===== src/snn_settings.svh =====
// SNN tile sizing and tuning
`ifndef SNN_SETTINGS_SVH
`define SNN_SETTINGS_SVH

// ======================================================================
// Array geometry
// ======================================================================
`define SNN_NUM_INPUTS   8      // Presynaptic inputs per tile
`define SNN_NUM_NEURONS  4      // Neurons per tile
`define SNN_TS_WIDTH     16     // Timestep index width
`define SNN_WEIGHT_WIDTH 8      // Signed synaptic weight
`define SNN_VMEM_WIDTH   16     // Signed membrane potential

// ======================================================================
// Neuron dynamics and flow control
// ======================================================================
`define SNN_THRESHOLD    64     // Fire at or above this potential
`define SNN_LEAK_SHIFT   3      // Leak removes v >>> 3 each step
`define SNN_IN_DEPTH     4      // Input FIFO slots, sender credits
`define SNN_OUT_DEPTH    4      // Output event FIFO slots
`define SNN_OUT_CREDITS  2      // Receiver buffer credits at reset

`endif


===== src/snn_pkg.sv =====
// SNN tile shared types
`include "snn_settings.svh"

package snn_pkg;

    // One bit per presynaptic input
    typedef logic [`SNN_NUM_INPUTS-1:0] in_spikes_t;

    // One bit per neuron, set when it fired
    typedef logic [`SNN_NUM_NEURONS-1:0] out_spikes_t;

    typedef logic signed [`SNN_WEIGHT_WIDTH-1:0] weight_t;  // Synaptic weight
    typedef logic signed [`SNN_VMEM_WIDTH-1:0]   vmem_t;    // Potential or current

    // Output event, one per timestep
    typedef struct packed {
        logic [`SNN_TS_WIDTH-1:0] timestep;   // Step that produced it
        out_spikes_t              spikes;     // Fired vector
    } spike_event_t;

endpackage


===== src/credit_fifo.sv =====
// Credit receiver FIFO
module credit_fifo #(
    parameter type payload_t = logic,
    parameter int  DEPTH     = 4
) (
    input  logic                       clk,
    input  logic                       rst_n,
    input  logic                       push,
    input  payload_t                   push_data,
    input  logic                       pop,
    output payload_t                   pop_data,
    output logic                       empty,
    output logic [$clog2(DEPTH+1)-1:0] count
);

    localparam int AW = (DEPTH > 1) ? $clog2(DEPTH) : 1;

    payload_t          mem [DEPTH];     // Storage, no reset needed
    logic     [AW-1:0] wr_ptr;
    logic     [AW-1:0] rd_ptr;
    logic              do_push;
    logic              do_pop;

    // Guard anyway, sender credits should keep us off full
    assign do_push  = push && (count != DEPTH[$clog2(DEPTH+1)-1:0]);
    assign do_pop   = pop && !empty;
    assign empty    = (count == '0);
    assign pop_data = mem[rd_ptr];      // Head visible without a pop

    always_ff @(posedge clk) begin
        if (do_push) mem[wr_ptr] <= push_data;
    end

    always_ff @(posedge clk) begin
        if (!rst_n) begin
            wr_ptr <= '0;
            rd_ptr <= '0;
            count  <= '0;
        end else begin
            if (do_push) wr_ptr <= (wr_ptr == AW'(DEPTH - 1)) ? '0 : wr_ptr + 1'b1;
            if (do_pop)  rd_ptr <= (rd_ptr == AW'(DEPTH - 1)) ? '0 : rd_ptr + 1'b1;
            case ({do_push, do_pop})
                2'b10:   count <= count + 1'b1;
                2'b01:   count <= count - 1'b1;
                default: count <= count;     // Idle or push and pop together
            endcase
        end
    end

endmodule


===== src/timestep_ctrl.sv =====
// Global timestep sequencer
`include "snn_settings.svh"

module timestep_ctrl (
    input  logic                     clk,
    input  logic                     rst_n,
    input  logic [`SNN_TS_WIDTH-1:0] num_timesteps,  // Held stable during a run
    input  logic                     start,
    input  logic                     tile_done,
    output logic [`SNN_TS_WIDTH-1:0] timestep_idx,
    output logic                     tile_start,
    output logic                     timestep_end,
    output logic                     sim_active,
    output logic                     sim_done
);

    typedef enum logic [2:0] {
        ST_IDLE,
        ST_START_TILE,
        ST_WAIT_TILE,
        ST_TIMESTEP_END,
        ST_NEXT,
        ST_DONE
    } state_t;

    state_t state;
    state_t next_state;
    logic   last_step;
    logic   go;

    assign go        = start && (num_timesteps != '0);   // Zero length run ignored
    assign last_step = (timestep_idx >= num_timesteps - 1'b1);

    // ==================================================================
    // Next state
    // ==================================================================
    always_comb begin
        next_state = state;
        case (state)
            ST_IDLE:         if (go) next_state = ST_START_TILE;
            ST_START_TILE:   next_state = ST_WAIT_TILE;
            ST_WAIT_TILE:    if (tile_done) next_state = ST_TIMESTEP_END;
            ST_TIMESTEP_END: next_state = ST_NEXT;
            ST_NEXT:         next_state = last_step ? ST_DONE : ST_START_TILE;
            ST_DONE:         if (start) next_state = ST_IDLE;   // Back to idle only
            default:         next_state = ST_IDLE;
        endcase
    end

    // ==================================================================
    // State and registered outputs
    // ==================================================================
    always_ff @(posedge clk) begin
        if (!rst_n) begin
            state        <= ST_IDLE;
            timestep_idx <= '0;
            tile_start   <= 1'b0;
            timestep_end <= 1'b0;
            sim_active   <= 1'b0;
            sim_done     <= 1'b0;
        end else begin
            state        <= next_state;
            tile_start   <= (state == ST_START_TILE);     // One cycle pulses
            timestep_end <= (state == ST_TIMESTEP_END);
            case (state)
                ST_IDLE: begin
                    sim_done <= 1'b0;
                    if (go) begin
                        timestep_idx <= '0;                // Fresh run from step 0
                        sim_active   <= 1'b1;
                    end
                end
                ST_NEXT: if (!last_step) timestep_idx <= timestep_idx + 1'b1;
                ST_DONE: begin
                    sim_active <= 1'b0;
                    sim_done   <= 1'b1;                    // Sticky until start
                end
                default: ;
            endcase
        end
    end

endmodule


===== src/tile_accum.sv =====
// Spike driven current accumulator
`include "snn_settings.svh"

module tile_accum (
    input  logic                                      clk,
    input  logic                                      rst_n,
    input  logic                                      tile_start,
    input  logic                                      wr_en,
    input  logic [$clog2(`SNN_NUM_INPUTS*`SNN_NUM_NEURONS)-1:0] wr_addr,
    input  snn_pkg::weight_t                          wr_data,
    input  logic                                      in_empty,
    input  snn_pkg::in_spikes_t                       in_data,
    input  logic [$clog2(`SNN_OUT_DEPTH+1)-1:0]       out_count,
    output logic                                      in_pop,
    output snn_pkg::vmem_t                            acc0,
    output snn_pkg::vmem_t                            acc1,
    output snn_pkg::vmem_t                            acc2,
    output snn_pkg::vmem_t                            acc3,
    output logic                                      tile_done
);

    localparam int NI = `SNN_NUM_INPUTS;
    localparam int NN = `SNN_NUM_NEURONS;
    localparam int BW = $clog2(NI);

    typedef enum logic [1:0] {
        A_IDLE,
        A_WAIT_IN,      // Wait for a spike vector
        A_SCAN,         // One input bit per cycle
        A_WAIT_OUT      // Hold until the event FIFO has room
    } acc_state_t;

    acc_state_t          state;
    logic [BW-1:0]       bit_idx;
    snn_pkg::in_spikes_t vec_q;                  // Vector under scan
    snn_pkg::weight_t    weights [NI*NN];        // Row per input, column per neuron
    snn_pkg::vmem_t      acc_q   [NN];

    assign in_pop = (state == A_WAIT_IN) && !in_empty;   // Also the returned credit
    assign acc0   = acc_q[0];
    assign acc1   = acc_q[1];
    assign acc2   = acc_q[2];
    assign acc3   = acc_q[3];

    // Host weight port and datapath
    always_ff @(posedge clk) begin
        if (wr_en) weights[wr_addr] <= wr_data;
        if (in_pop) vec_q <= in_data;
        if (tile_start) begin
            for (int n = 0; n < NN; n++) acc_q[n] <= '0;
        end else if (state == A_SCAN && vec_q[bit_idx]) begin
            for (int n = 0; n < NN; n++) begin
                acc_q[n] <= acc_q[n] + snn_pkg::vmem_t'(weights[bit_idx*NN + n]);  // Sign extend
            end
        end
    end

    // ==================================================================
    // Sequencing
    // ==================================================================
    always_ff @(posedge clk) begin
        if (!rst_n) begin
            state     <= A_IDLE;
            bit_idx   <= '0;
            tile_done <= 1'b0;
        end else begin
            tile_done <= 1'b0;
            case (state)
                A_IDLE: if (tile_start) state <= A_WAIT_IN;
                A_WAIT_IN: begin
                    bit_idx <= '0;
                    if (!in_empty) state <= A_SCAN;
                end
                A_SCAN: begin
                    bit_idx <= bit_idx + 1'b1;
                    if (bit_idx == BW'(NI - 1)) state <= A_WAIT_OUT;   // Last input
                end
                A_WAIT_OUT: begin
                    if (out_count < `SNN_OUT_DEPTH) begin    // Back-pressure stalls here
                        tile_done <= 1'b1;
                        state     <= A_IDLE;
                    end
                end
                default: state <= A_IDLE;
            endcase
        end
    end

endmodule


===== src/lif_array.sv =====
// Leaky integrate and fire neurons
`include "snn_settings.svh"

module lif_array (
    input  logic                     clk,
    input  logic                     rst_n,
    input  logic                     tile_start,
    input  logic                     timestep_end,
    input  logic [`SNN_TS_WIDTH-1:0] timestep_idx,
    input  snn_pkg::vmem_t           acc0,
    input  snn_pkg::vmem_t           acc1,
    input  snn_pkg::vmem_t           acc2,
    input  snn_pkg::vmem_t           acc3,
    output logic                     ev_push,
    output snn_pkg::spike_event_t    ev_data
);

    localparam int NN = `SNN_NUM_NEURONS;

    snn_pkg::vmem_t       v_q     [NN];   // Membrane potentials
    snn_pkg::vmem_t       cur     [NN];
    snn_pkg::vmem_t       clamped [NN];
    snn_pkg::out_spikes_t fire;

    assign cur[0] = acc0;
    assign cur[1] = acc1;
    assign cur[2] = acc2;
    assign cur[3] = acc3;

    // Leak, integrate, clamp, then threshold test
    always_comb begin
        for (int n = 0; n < NN; n++) begin
            clamped[n] = v_q[n] - (v_q[n] >>> `SNN_LEAK_SHIFT) + cur[n];
            if (clamped[n] < 0) clamped[n] = '0;         // No negative potential
            fire[n] = (clamped[n] >= `SNN_THRESHOLD);
        end
    end

    always_ff @(posedge clk) begin
        if (!rst_n) begin
            ev_push <= 1'b0;
            for (int n = 0; n < NN; n++) v_q[n] <= '0;
        end else begin
            ev_push <= timestep_end;                     // One event per step
            if (tile_start && timestep_idx == '0) begin
                for (int n = 0; n < NN; n++) v_q[n] <= '0;   // New run
            end else if (timestep_end) begin
                for (int n = 0; n < NN; n++) v_q[n] <= fire[n] ? '0 : clamped[n];
            end
        end
    end

    // Event payload
    always_ff @(posedge clk) begin
        if (timestep_end) begin
            ev_data.timestep <= timestep_idx;
            ev_data.spikes   <= fire;
        end
    end

endmodule


===== src/spike_tx.sv =====
// Credit based event transmitter
`include "snn_settings.svh"

module spike_tx (
    input  logic                     clk,
    input  logic                     rst_n,
    input  logic                     fifo_empty,
    input  snn_pkg::spike_event_t    fifo_data,
    input  logic                     out_credit,     // One credit back per pulse
    output logic                     fifo_pop,
    output logic                     out_valid,
    output logic [`SNN_TS_WIDTH-1:0] out_timestep,
    output snn_pkg::out_spikes_t     out_spikes
);

    localparam int CW = $clog2(`SNN_OUT_CREDITS + 1);

    logic [CW-1:0] credits;

    assign fifo_pop = !fifo_empty && (credits != '0);   // Send when both available

    always_ff @(posedge clk) begin
        if (!rst_n) begin
            credits   <= CW'(`SNN_OUT_CREDITS);
            out_valid <= 1'b0;
        end else begin
            out_valid <= fifo_pop;
            case ({fifo_pop, out_credit})
                2'b10:   credits <= credits - 1'b1;
                2'b01:   credits <= credits + 1'b1;
                default: credits <= credits;            // Send and return cancel
            endcase
        end
    end

    always_ff @(posedge clk) begin
        if (fifo_pop) begin
            out_timestep <= fifo_data.timestep;
            out_spikes   <= fifo_data.spikes;
        end
    end

endmodule


===== src/snn_top.sv =====
// SNN accelerator tile top
`include "snn_settings.svh"

module snn_top (
    input  logic                                      clk,
    input  logic                                      rst_n,
    input  logic [`SNN_TS_WIDTH-1:0]                  num_timesteps,
    input  logic                                      start,
    input  logic                                      wr_en,
    input  logic [$clog2(`SNN_NUM_INPUTS*`SNN_NUM_NEURONS)-1:0] wr_addr,
    input  snn_pkg::weight_t                          wr_data,
    input  logic                                      in_valid,
    input  snn_pkg::in_spikes_t                       in_spikes,
    input  logic                                      out_credit,
    output logic                                      in_credit,
    output logic                                      out_valid,
    output logic [`SNN_TS_WIDTH-1:0]                  out_timestep,
    output snn_pkg::out_spikes_t                      out_spikes,
    output logic                                      sim_active,
    output logic                                      sim_done
);

    // ==================================================================
    // Internal nets
    // ==================================================================
    logic                                tile_start;
    logic                                timestep_end;
    logic                                tile_done;
    logic [`SNN_TS_WIDTH-1:0]            timestep_idx;
    logic                                in_pop;
    logic                                in_empty;
    snn_pkg::in_spikes_t                 in_data;
    snn_pkg::vmem_t                      acc0, acc1, acc2, acc3;
    logic                                ev_push;
    snn_pkg::spike_event_t               ev_data;
    logic                                ev_pop;
    logic                                ev_empty;
    snn_pkg::spike_event_t               ev_head;
    logic [$clog2(`SNN_OUT_DEPTH+1)-1:0] ev_count;

    assign in_credit = in_pop;      // Each pop frees one sender slot

    timestep_ctrl u_ctrl (
        .clk, .rst_n, .num_timesteps, .start, .tile_done,
        .timestep_idx, .tile_start, .timestep_end, .sim_active, .sim_done
    );

    // Input spike vectors
    credit_fifo #(.payload_t(snn_pkg::in_spikes_t), .DEPTH(`SNN_IN_DEPTH)) u_in_fifo (
        .clk, .rst_n, .push(in_valid), .push_data(in_spikes), .pop(in_pop),
        .pop_data(in_data), .empty(in_empty), .count()
    );

    tile_accum u_accum (
        .clk, .rst_n, .tile_start, .wr_en, .wr_addr, .wr_data,
        .in_empty, .in_data, .out_count(ev_count), .in_pop,
        .acc0, .acc1, .acc2, .acc3, .tile_done
    );

    lif_array u_lif (
        .clk, .rst_n, .tile_start, .timestep_end, .timestep_idx,
        .acc0, .acc1, .acc2, .acc3, .ev_push, .ev_data
    );

    // Output events
    credit_fifo #(.payload_t(snn_pkg::spike_event_t), .DEPTH(`SNN_OUT_DEPTH)) u_out_fifo (
        .clk, .rst_n, .push(ev_push), .push_data(ev_data), .pop(ev_pop),
        .pop_data(ev_head), .empty(ev_empty), .count(ev_count)
    );

    spike_tx u_tx (
        .clk, .rst_n, .fifo_empty(ev_empty), .fifo_data(ev_head), .out_credit,
        .fifo_pop(ev_pop), .out_valid, .out_timestep, .out_spikes
    );

endmodule


===== config.mk =====
export PLATFORM = sky130hd
export DESIGN_NAME = snn_top
export DESIGN_NICKNAME = d
export VERILOG_FILES = /design/src/snn_pkg.sv /design/src/credit_fifo.sv /design/src/timestep_ctrl.sv /design/src/tile_accum.sv /design/src/lif_array.sv /design/src/spike_tx.sv /design/src/snn_top.sv
export VERILOG_INCLUDE_DIRS = /design/src
export SDC_FILE = /design/constraint.sdc
export NUM_CORES = 1
export LEC_CHECK = 0
export ABC_AREA = 1
export BUFFER_PORTS_ARGS = -buffer_cell sky130_fd_sc_hd__buf_2
export CORE_MARGIN = 2
export CORE_UTILIZATION = 57
export DETAILED_ROUTE_END_ITERATION = 10
export PLACE_DENSITY = 0.74
export SLEW_MARGIN = 20
export SYNTH_ARGS = -nofsm -noshare
export SYNTH_HDL_FRONTEND = slang
export SYNTH_SLANG_ARGS = --single-unit

===== constraint.sdc =====
create_clock -name clk -period 7.7 [get_ports clk]
set_clock_uncertainty 0.05 [all_clocks]
set_input_delay 1.155 -clock clk [delete_from_list [all_inputs] [get_ports clk]]
set_output_delay 1.155 -clock clk [all_outputs]
set_load 0.03 [all_outputs]

==> results.cfg, run 1 <==
[synthesis]
synth_edf_count = 525
synth_top_cells_by_area = edfxtp_1 50%, ha_1 6.9%, nor2_1 5.9%
syn_area_mm2 = 0.0314
synthCells = 3246
yosysWarnings = 0
seq_area_frac_synth_pct = 54.4
synthArstFlopShare_pct = 0
yosysTopAreaCell = edfxtp_1
synth-seq-cells = 590
synth.distinct_cells = 56
syn_area_per_cell_um2 = 9.67
ys.flop_type = edfxtp_1
synth_top_area_share_pct = 50.2

[routing]
route.detailed.drc = 0
first_pass_iters = 6
num_vias = 22700
drtIter0Drc = 1854
ant_nets = 0
drt-vias-per-instance = 5.55
wire_per_inst_um = 16.5
wirelength_um = 67600

[placement]
pre_cts_ws_ns = 3.10
place_inst = 3977
io_buffer_count = 66
gp_congestion = 0.863
hpwlAfterDp_um = 46700

[clocking]
numClockSinks = 590
tritoncts = yes
clk_latency_ns = 0.63
cts.path.max_buffers = 3
htreeDepth = 2
ctsResizeCount = 0
cts_made_buffers = 58
cts_setup_buffers = 0
cts_root_buffer = clkbuf_16
clk_pin_slew_worst_paths_ns = 0.06
holdBufCountCts = 0

[power_and_ir_drop]
vdd_drop_max_mv = 0.220
p_leak_nw = 14.4
power-per-cell-area_mw_per_mm2 = 326

[cells_and_area]
final_cell_count_no_fill = 4086
multiInputGateArea_mm2 = 0.0123
diodes = 0
syn2layout_area_growth_pct = 9.88
final_nets = 3612
fin_util_pct = 63.7
final_common_cell = edfxtp_1
drive_gt1_share_pct = 7.05
register_area_mm2 = 0.0171
nFillCells = 4254
layout_common_cells = 525 x edfxtp_1, 495 x nor2_1, 477 x inv_1

[grt]
grt_max_degree = 104
globalRoute.totalOverflow = 0
grtUsageTotal_pct = 23.9
grt_pass1_wl_um = 110000
grt_antenna_before_repair = 0
grt_pass1_vias = 22100

[sta]
post-route-period-util_pct = 54.8
setup_slack_ns = 3.48
setup-violations-final = 0
rsz0062_at_grt = false
worstMarginPinSlew_ns = 1.06
finalHoldViolations = 0
fin_setup_tns_ns = 0
max_slew_margin_pct = 29.3
slew_viol_final = 0
clock.fmax_mhz = 237
min_period_ns = 4.22

[setup_path]
cpPeakStageDelay_ns = 0.63
crit_family = buffers and inverters
critPathLaunchType = flop
crit_path_end_kind = flop
path_cells = inv_2 -> buf_4 -> o21ai_0 -> o22ai_1 -> nor2_1 -> a31oi_1 -> ha_1 -> inv_1 -> fa_1 -> inv_1 -> nand3_1 -> nand2_1 -> a21oi_1 -> o21ai_0 -> a21oi_1 -> o21ai_0 -> nand2_1 -> nand2_1 -> nor2_1
crit_fanout = 59
slowest_stage = inv_2
cp_num_buf_inv = 4
cp.arrival_ns = 4.54
worst-setup-path-type = flop to flop
required_ns = 8.02

[job]
maxCapViolCount = 0

[floorplanning]
die_height_um = 239
start_util_pct = 58.0
die-width_um = 239
rows = 85
core_area_mm2 = 0.0541
io_pins = 67
dieArea_mm2 = 0.0569

[worst_hold_path]
worstHoldPathType = flop to flop

[outcome]
status = completed
## final cells by class
type / count / share of cell area, %
well taps: 696 / 2.53
multi-input cells: 2120 / 35.6
flip-flops and latches: 590 / 49.5
clock inverters: 28 / 1.03
inverters: 487 / 5.30
clock buffers: 81 / 4.70
repair buffers: 84 / 1.35
## cells by family (layout without fill, tap and decap cells)
logic type,count (synthesis),in the layout,synth area share (%)
adder cells (fa/ha/maj),228,228,10.4
AND/OR/NAND/NOR,1209,1209,16.2
flip-flops,590,590,54.4
other,1,27,0.0120
buffers and inverters,562,680,6.86
AO/OA/AOI/OAI,594,594,10.4
XOR/XNOR,62,62,1.75
## cells in the mapped netlist (6+ instances only)
cell and number:
dfxtp_1 65, a211oi_1 7, or2_2 22, nand3_1 156, o221ai_1 6, o22ai_1 64
xor2_1 38, nor2_2 7, buf_2 13, nand2_1 438, nand3b_1 10, o21a_1 12
clkbuf_1 56, nor2_1 496, fa_1 54, a31oi_1 27, nor3_1 22, nand4_1 28
a21o_1 15, nand2_2 9, o21bai_1 6, ha_1 174, inv_2 7, xnor2_1 23
a21oi_1 181, o21ai_0 255, inv_1 478, edfxtp_1 525
## metrics by stage
step	hold slack, ns	instance area, um2	power [mW]
floorplan	0.349	31500	7.28
global placement	0.368	32500	8.17
detailed placement	0.360	32500	8.31
CTS	0.380	34500	11.2
global route	0.392	34500	12.0
finish	0.373	34500	11.2
## report_power, final
group	total, mW	internal (mW)	switching [mW]	leakage [nW]
combinational	4.35	1.47	2.88	8.04
sequential	3.95	3.81	0.143	5.36
clock	2.92	1.71	1.21	0.966
## flip-flops by register name, summed over array words and instances (netlist names), 16 cells and up, named ones only
signal / count
u_accum.acc_q: 64
u_ctrl.timestep_idx: 16
u_tx.out_timestep: 16
u_out_fifo.mem: 80
u_accum.weights: 256
u_lif.v_q: 60
u_lif.ev_data: 20
u_in_fifo.mem: 32
## worst paths after layout
path                          end           startpoint  slack, ns  depth (start not counted)
max          u_accum.acc_q[3][12]   u_accum.bit_idx[0]       3.48                         19
max reg2reg  u_accum.acc_q[3][12]   u_accum.bit_idx[0]       3.48                         19
min reg2reg     u_accum.tile_done  u_out_fifo.count[2]       0.37                          1
min             u_accum.tile_done  u_out_fifo.count[2]       0.37                          1
## metal layers
layer	routed length (um)	vias up	GRT usage [%]
met3	3830	88	2.71
met5	0	-	0
met4	1320	0	6.57
li1	-	11100	-
met2	32000	654	39.3
met1	30400	10800	33.9
(Power assumes the default switching activity.)
==> run 2, diff against run 1 <==
--- a/config.mk
+++ b/config.mk
@@ -6,7 +6,7 @@
 export SDC_FILE = /design/constraint.sdc
 export NUM_CORES = 1
 export LEC_CHECK = 0
-export ABC_AREA = 1
+export ABC_AREA = 0
 export BUFFER_PORTS_ARGS = -buffer_cell sky130_fd_sc_hd__buf_2
 export CORE_MARGIN = 2
 export CORE_UTILIZATION = 57
==> constraint.sdc (replaced) <==
create_clock -name clk -period 4.3 [get_ports clk]
set_clock_uncertainty 0.05 [all_clocks]
set_input_delay 0.645 -clock clk [delete_from_list [all_inputs] [get_ports clk]]
set_output_delay 0.645 -clock clk [all_outputs]
set_load 0.03 [all_outputs]
==> run 2 against run 1 <==
  * Core utilization grew 0.23 points
  * Via count shrank 19%
  * Critical path type unchanged
  * Fmax increased by 4.3%
==> results.cfg, run 2 <==
[routing]
wirelength_um = 58800
first_pass_iters = 5
wire_per_inst_um = 18.5
route.detailed.drc = 0
drtIter0Drc = 1331
drt-vias-per-instance = 5.76
ant_nets = 0
num_vias = 18300

[grt]
globalRoute.totalOverflow = 0
grt_pass1_wl_um = 95400
grt_max_degree = 61
grt_antenna_before_repair = 0
grtUsageTotal_pct = 22.0
grt_pass1_vias = 18700

[placement]
io_buffer_count = 66
pre_cts_ws_ns = 0.0398
hpwlAfterDp_um = 40300
gp_congestion = 0.860

[sta]
slew_viol_final = 0
fin_setup_tns_ns = 0
setup-violations-final = 0
max_slew_margin_pct = 23.6
setup_slack_ns = 0.254
rsz0062_at_grt = false
worstMarginPinSlew_ns = 1.14
min_period_ns = 4.05
finalHoldViolations = 0
clock.fmax_mhz = 247
post-route-period-util_pct = 94.1

[synthesis]
seq_area_frac_synth_pct = 56.7
syn_area_per_cell_um2 = 13.1
synth_top_area_share_pct = 52.4
synthCells = 2302
synth.distinct_cells = 77
synthArstFlopShare_pct = 0
synth_top_cells_by_count = 525 x edfxtp_1, 313 x inv_1, 175 x nor2_1
yosysTopAreaCell = edfxtp_1
ys.flop_type = edfxtp_1
synth_top_cells_by_area = edfxtp_1 52%, ha_1 7.2%, mux4_2 7.0%
post-synth-top-count-cell = edfxtp_1
synth_edf_count = 525
synth-seq-cells = 590
yosysWarnings = 0
syn_area_mm2 = 0.0301

[job]
maxCapViolCount = 0

[floorplanning]
die-width_um = 234
start_util_pct = 57.5
io_pins = 67
dieArea_mm2 = 0.0546
rows = 84
die_height_um = 234
core_area_mm2 = 0.0523

[cells_and_area]
register_area_mm2 = 0.0171
regMostFlops = u_accum.weights
multiInputGateArea_mm2 = 0.0118
largest_reg_flops = 256
drive_gt1_share_pct = 14.0
nFillCells = 3729
reg_top3 = u_accum.weights (256), u_out_fifo.mem (80), u_accum.acc_q (64)
final_common_cell = edfxtp_1
diodes = 0
final_nets = 2715
syn2layout_area_growth_pct = 11.2
layout_common_cells = 525 x edfxtp_1, 313 x inv_1, 175 x nor2_1
fin_util_pct = 63.9

[clocking]
tritoncts = yes
clk_pin_slew_worst_paths_ns = 0.07
cts_made_buffers = 59
htreeDepth = 2
numClockSinks = 590
holdBufCountCts = 0
cts_root_buffer = clkbuf_16
cts.path.max_buffers = 3
clk_latency_ns = 0.62

[setup_path]
cpPeakStageDelay_ns = 0.53
worst-setup-path-type = flop to flop
crit_start = u_accum.acc_q[1][1]
crit_fanout = 4
required_ns = 4.67
crit_family = compound AO/OA/AOI/OAI gates
r2r-start = u_accum.acc_q[1][1]
slowest_stage = fa_1
cp_num_buf_inv = 3
cp.depth = 13
cp-endpoint = u_lif.v_q[1][5]
critPathLaunchType = flop
r2r_slack_ns = 0.25
path_cells = inv_1 -> fa_1 -> inv_1 -> fa_2 -> a211oi_2 -> o21bai_1 -> a31o_2 -> a21boi_1 -> mux2_2 -> a2111oi_4 -> nand4_1 -> buf_4 -> a2111oi_2
crit_path_end_kind = flop
reg2reg_depth = 13
cp.arrival_ns = 4.41
worst_r2r_endpoint = u_lif.v_q[1][5]
crit_top_cell = inv_1

[power_and_ir_drop]
netSwitchingFraction_pct = 28.4
p_int_mw = 10.8
p_comb_share_pct = 21.5
total_power_mw = 15.1
power_frac_clock_pct = 33.2
p_sw_mw = 4.28
p_leak_nw = 12.6
power-per-cell-area_mw_per_mm2 = 451
p_seq_share_pct = 45.2
vdd_drop_max_mv = 0.401

[outcome]
status = completed

[worst_hold_path]
worstHoldPathType = input port to flop
-- run 2: cell count changes after synthesis, sizes merged, moves of 22 or more --
cell / previous run / this run
nand2: 448 / 90
nor2: 504 / 175
o21ai: 258 / 72
inv: 485 / 314
nand3: 160 / 27
mux4: 0 / 94
a21oi: 183 / 91
o22ai: 64 / 9
nor3: 25 / 79
mux2: 0 / 30
clkbuf: 56 / 34
nand2b: 0 / 22
-- run 2: what timing repair did --
| action | CTS | global route |
|---|---|---|
| hold endpoints to repair | 0 | 0 |
| endpoints found under the setup margin | 0 | 17 |
| buffers inserted | 0 | 2 |
| resized for setup | 0 | 10 |
-- run 2: area by class of cell --
cell class,count,area share [%]
sequential,590,51.0
clock buffer,72,4.62
inverter,314,3.52
timing repair buffer,102,1.92
clock inverter,38,1.03
multi-input combinational,1377,35.3
tap,688,2.57
-- run 2: worst min path at each step --
stage | endpoint | start | slack (ns) | depth (start not counted)
after CTS | u_in_fifo.mem[3][7] | in_spikes[7] | 0.18 | 1
after global placement | u_lif.v_q[2][0] | u_lif.v_q[2][0] | 0.40 | 2
after detailed placement | u_lif.v_q[2][0] | u_lif.v_q[2][0] | 0.41 | 2
final | u_in_fifo.mem[1][0] | in_spikes[0] | 0.21 | 1
after global routing | u_in_fifo.mem[2][5] | in_spikes[5] | 0.19 | 1
after floorplan | u_lif.v_q[2][0] | u_lif.v_q[2][0] | 0.38 | 2
-- run 2: worst reg2reg max path, stage by stage (launching register included) --
cell       delay [ns]
edfxtp_1         0.35
inv_1            0.09
fa_1             0.53
inv_1            0.07
fa_2             0.39
a211oi_2         0.27
o21bai_1         0.17
a31o_2           0.29
a21boi_1         0.20
mux2_2           0.38
a2111oi_4        0.29
nand4_1          0.22
buf_4            0.20
a2111oi_2        0.34
-- run 2: layer usage --
layer | track usage (%) | routed length [um]
met1 | 29.8 | 25900
met5 | 0 | 0
met2 | 38.1 | 29300
met3 | 2.81 | 2580
met4 | 5.40 | 1080
-- run 2: power by group through the flow --
stage	Sequential, mW	Clock, mW	Combinational [mW]
after floorplan	7.03	0	2.29
after global placement	6.94	0	3.05
after detailed placement	6.95	0	3.16
after CTS	6.84	5.11	3.20
after global routing	6.86	5.31	3.62
final	6.83	5.02	3.25
-- run 2: cell families (layout without fill, tap and decap cells) --
family / count (synthesis) / after routing / share of synthesized area, %
simple gates: 559 / 559 / 9.29
xor+xnor: 84 / 84 / 2.47
fa+ha+maj: 228 / 228 / 10.8
buf+inv: 361 / 526 / 4.51
other cells: 1 / 27 / 0.0125
flops: 590 / 590 / 56.7
compound gates: 335 / 335 / 7.32
mux: 144 / 144 / 8.83
-- run 2: per-stage QoR --
stage,hold slack [ns],std cells,instance area [um2]
global placement,0.399,3068,31500
floorplan,0.382,2328,30200
global route,0.190,3181,33500
CTS,0.181,3178,33400
detailed placement,0.412,3068,31500
finish,0.211,3181,33500
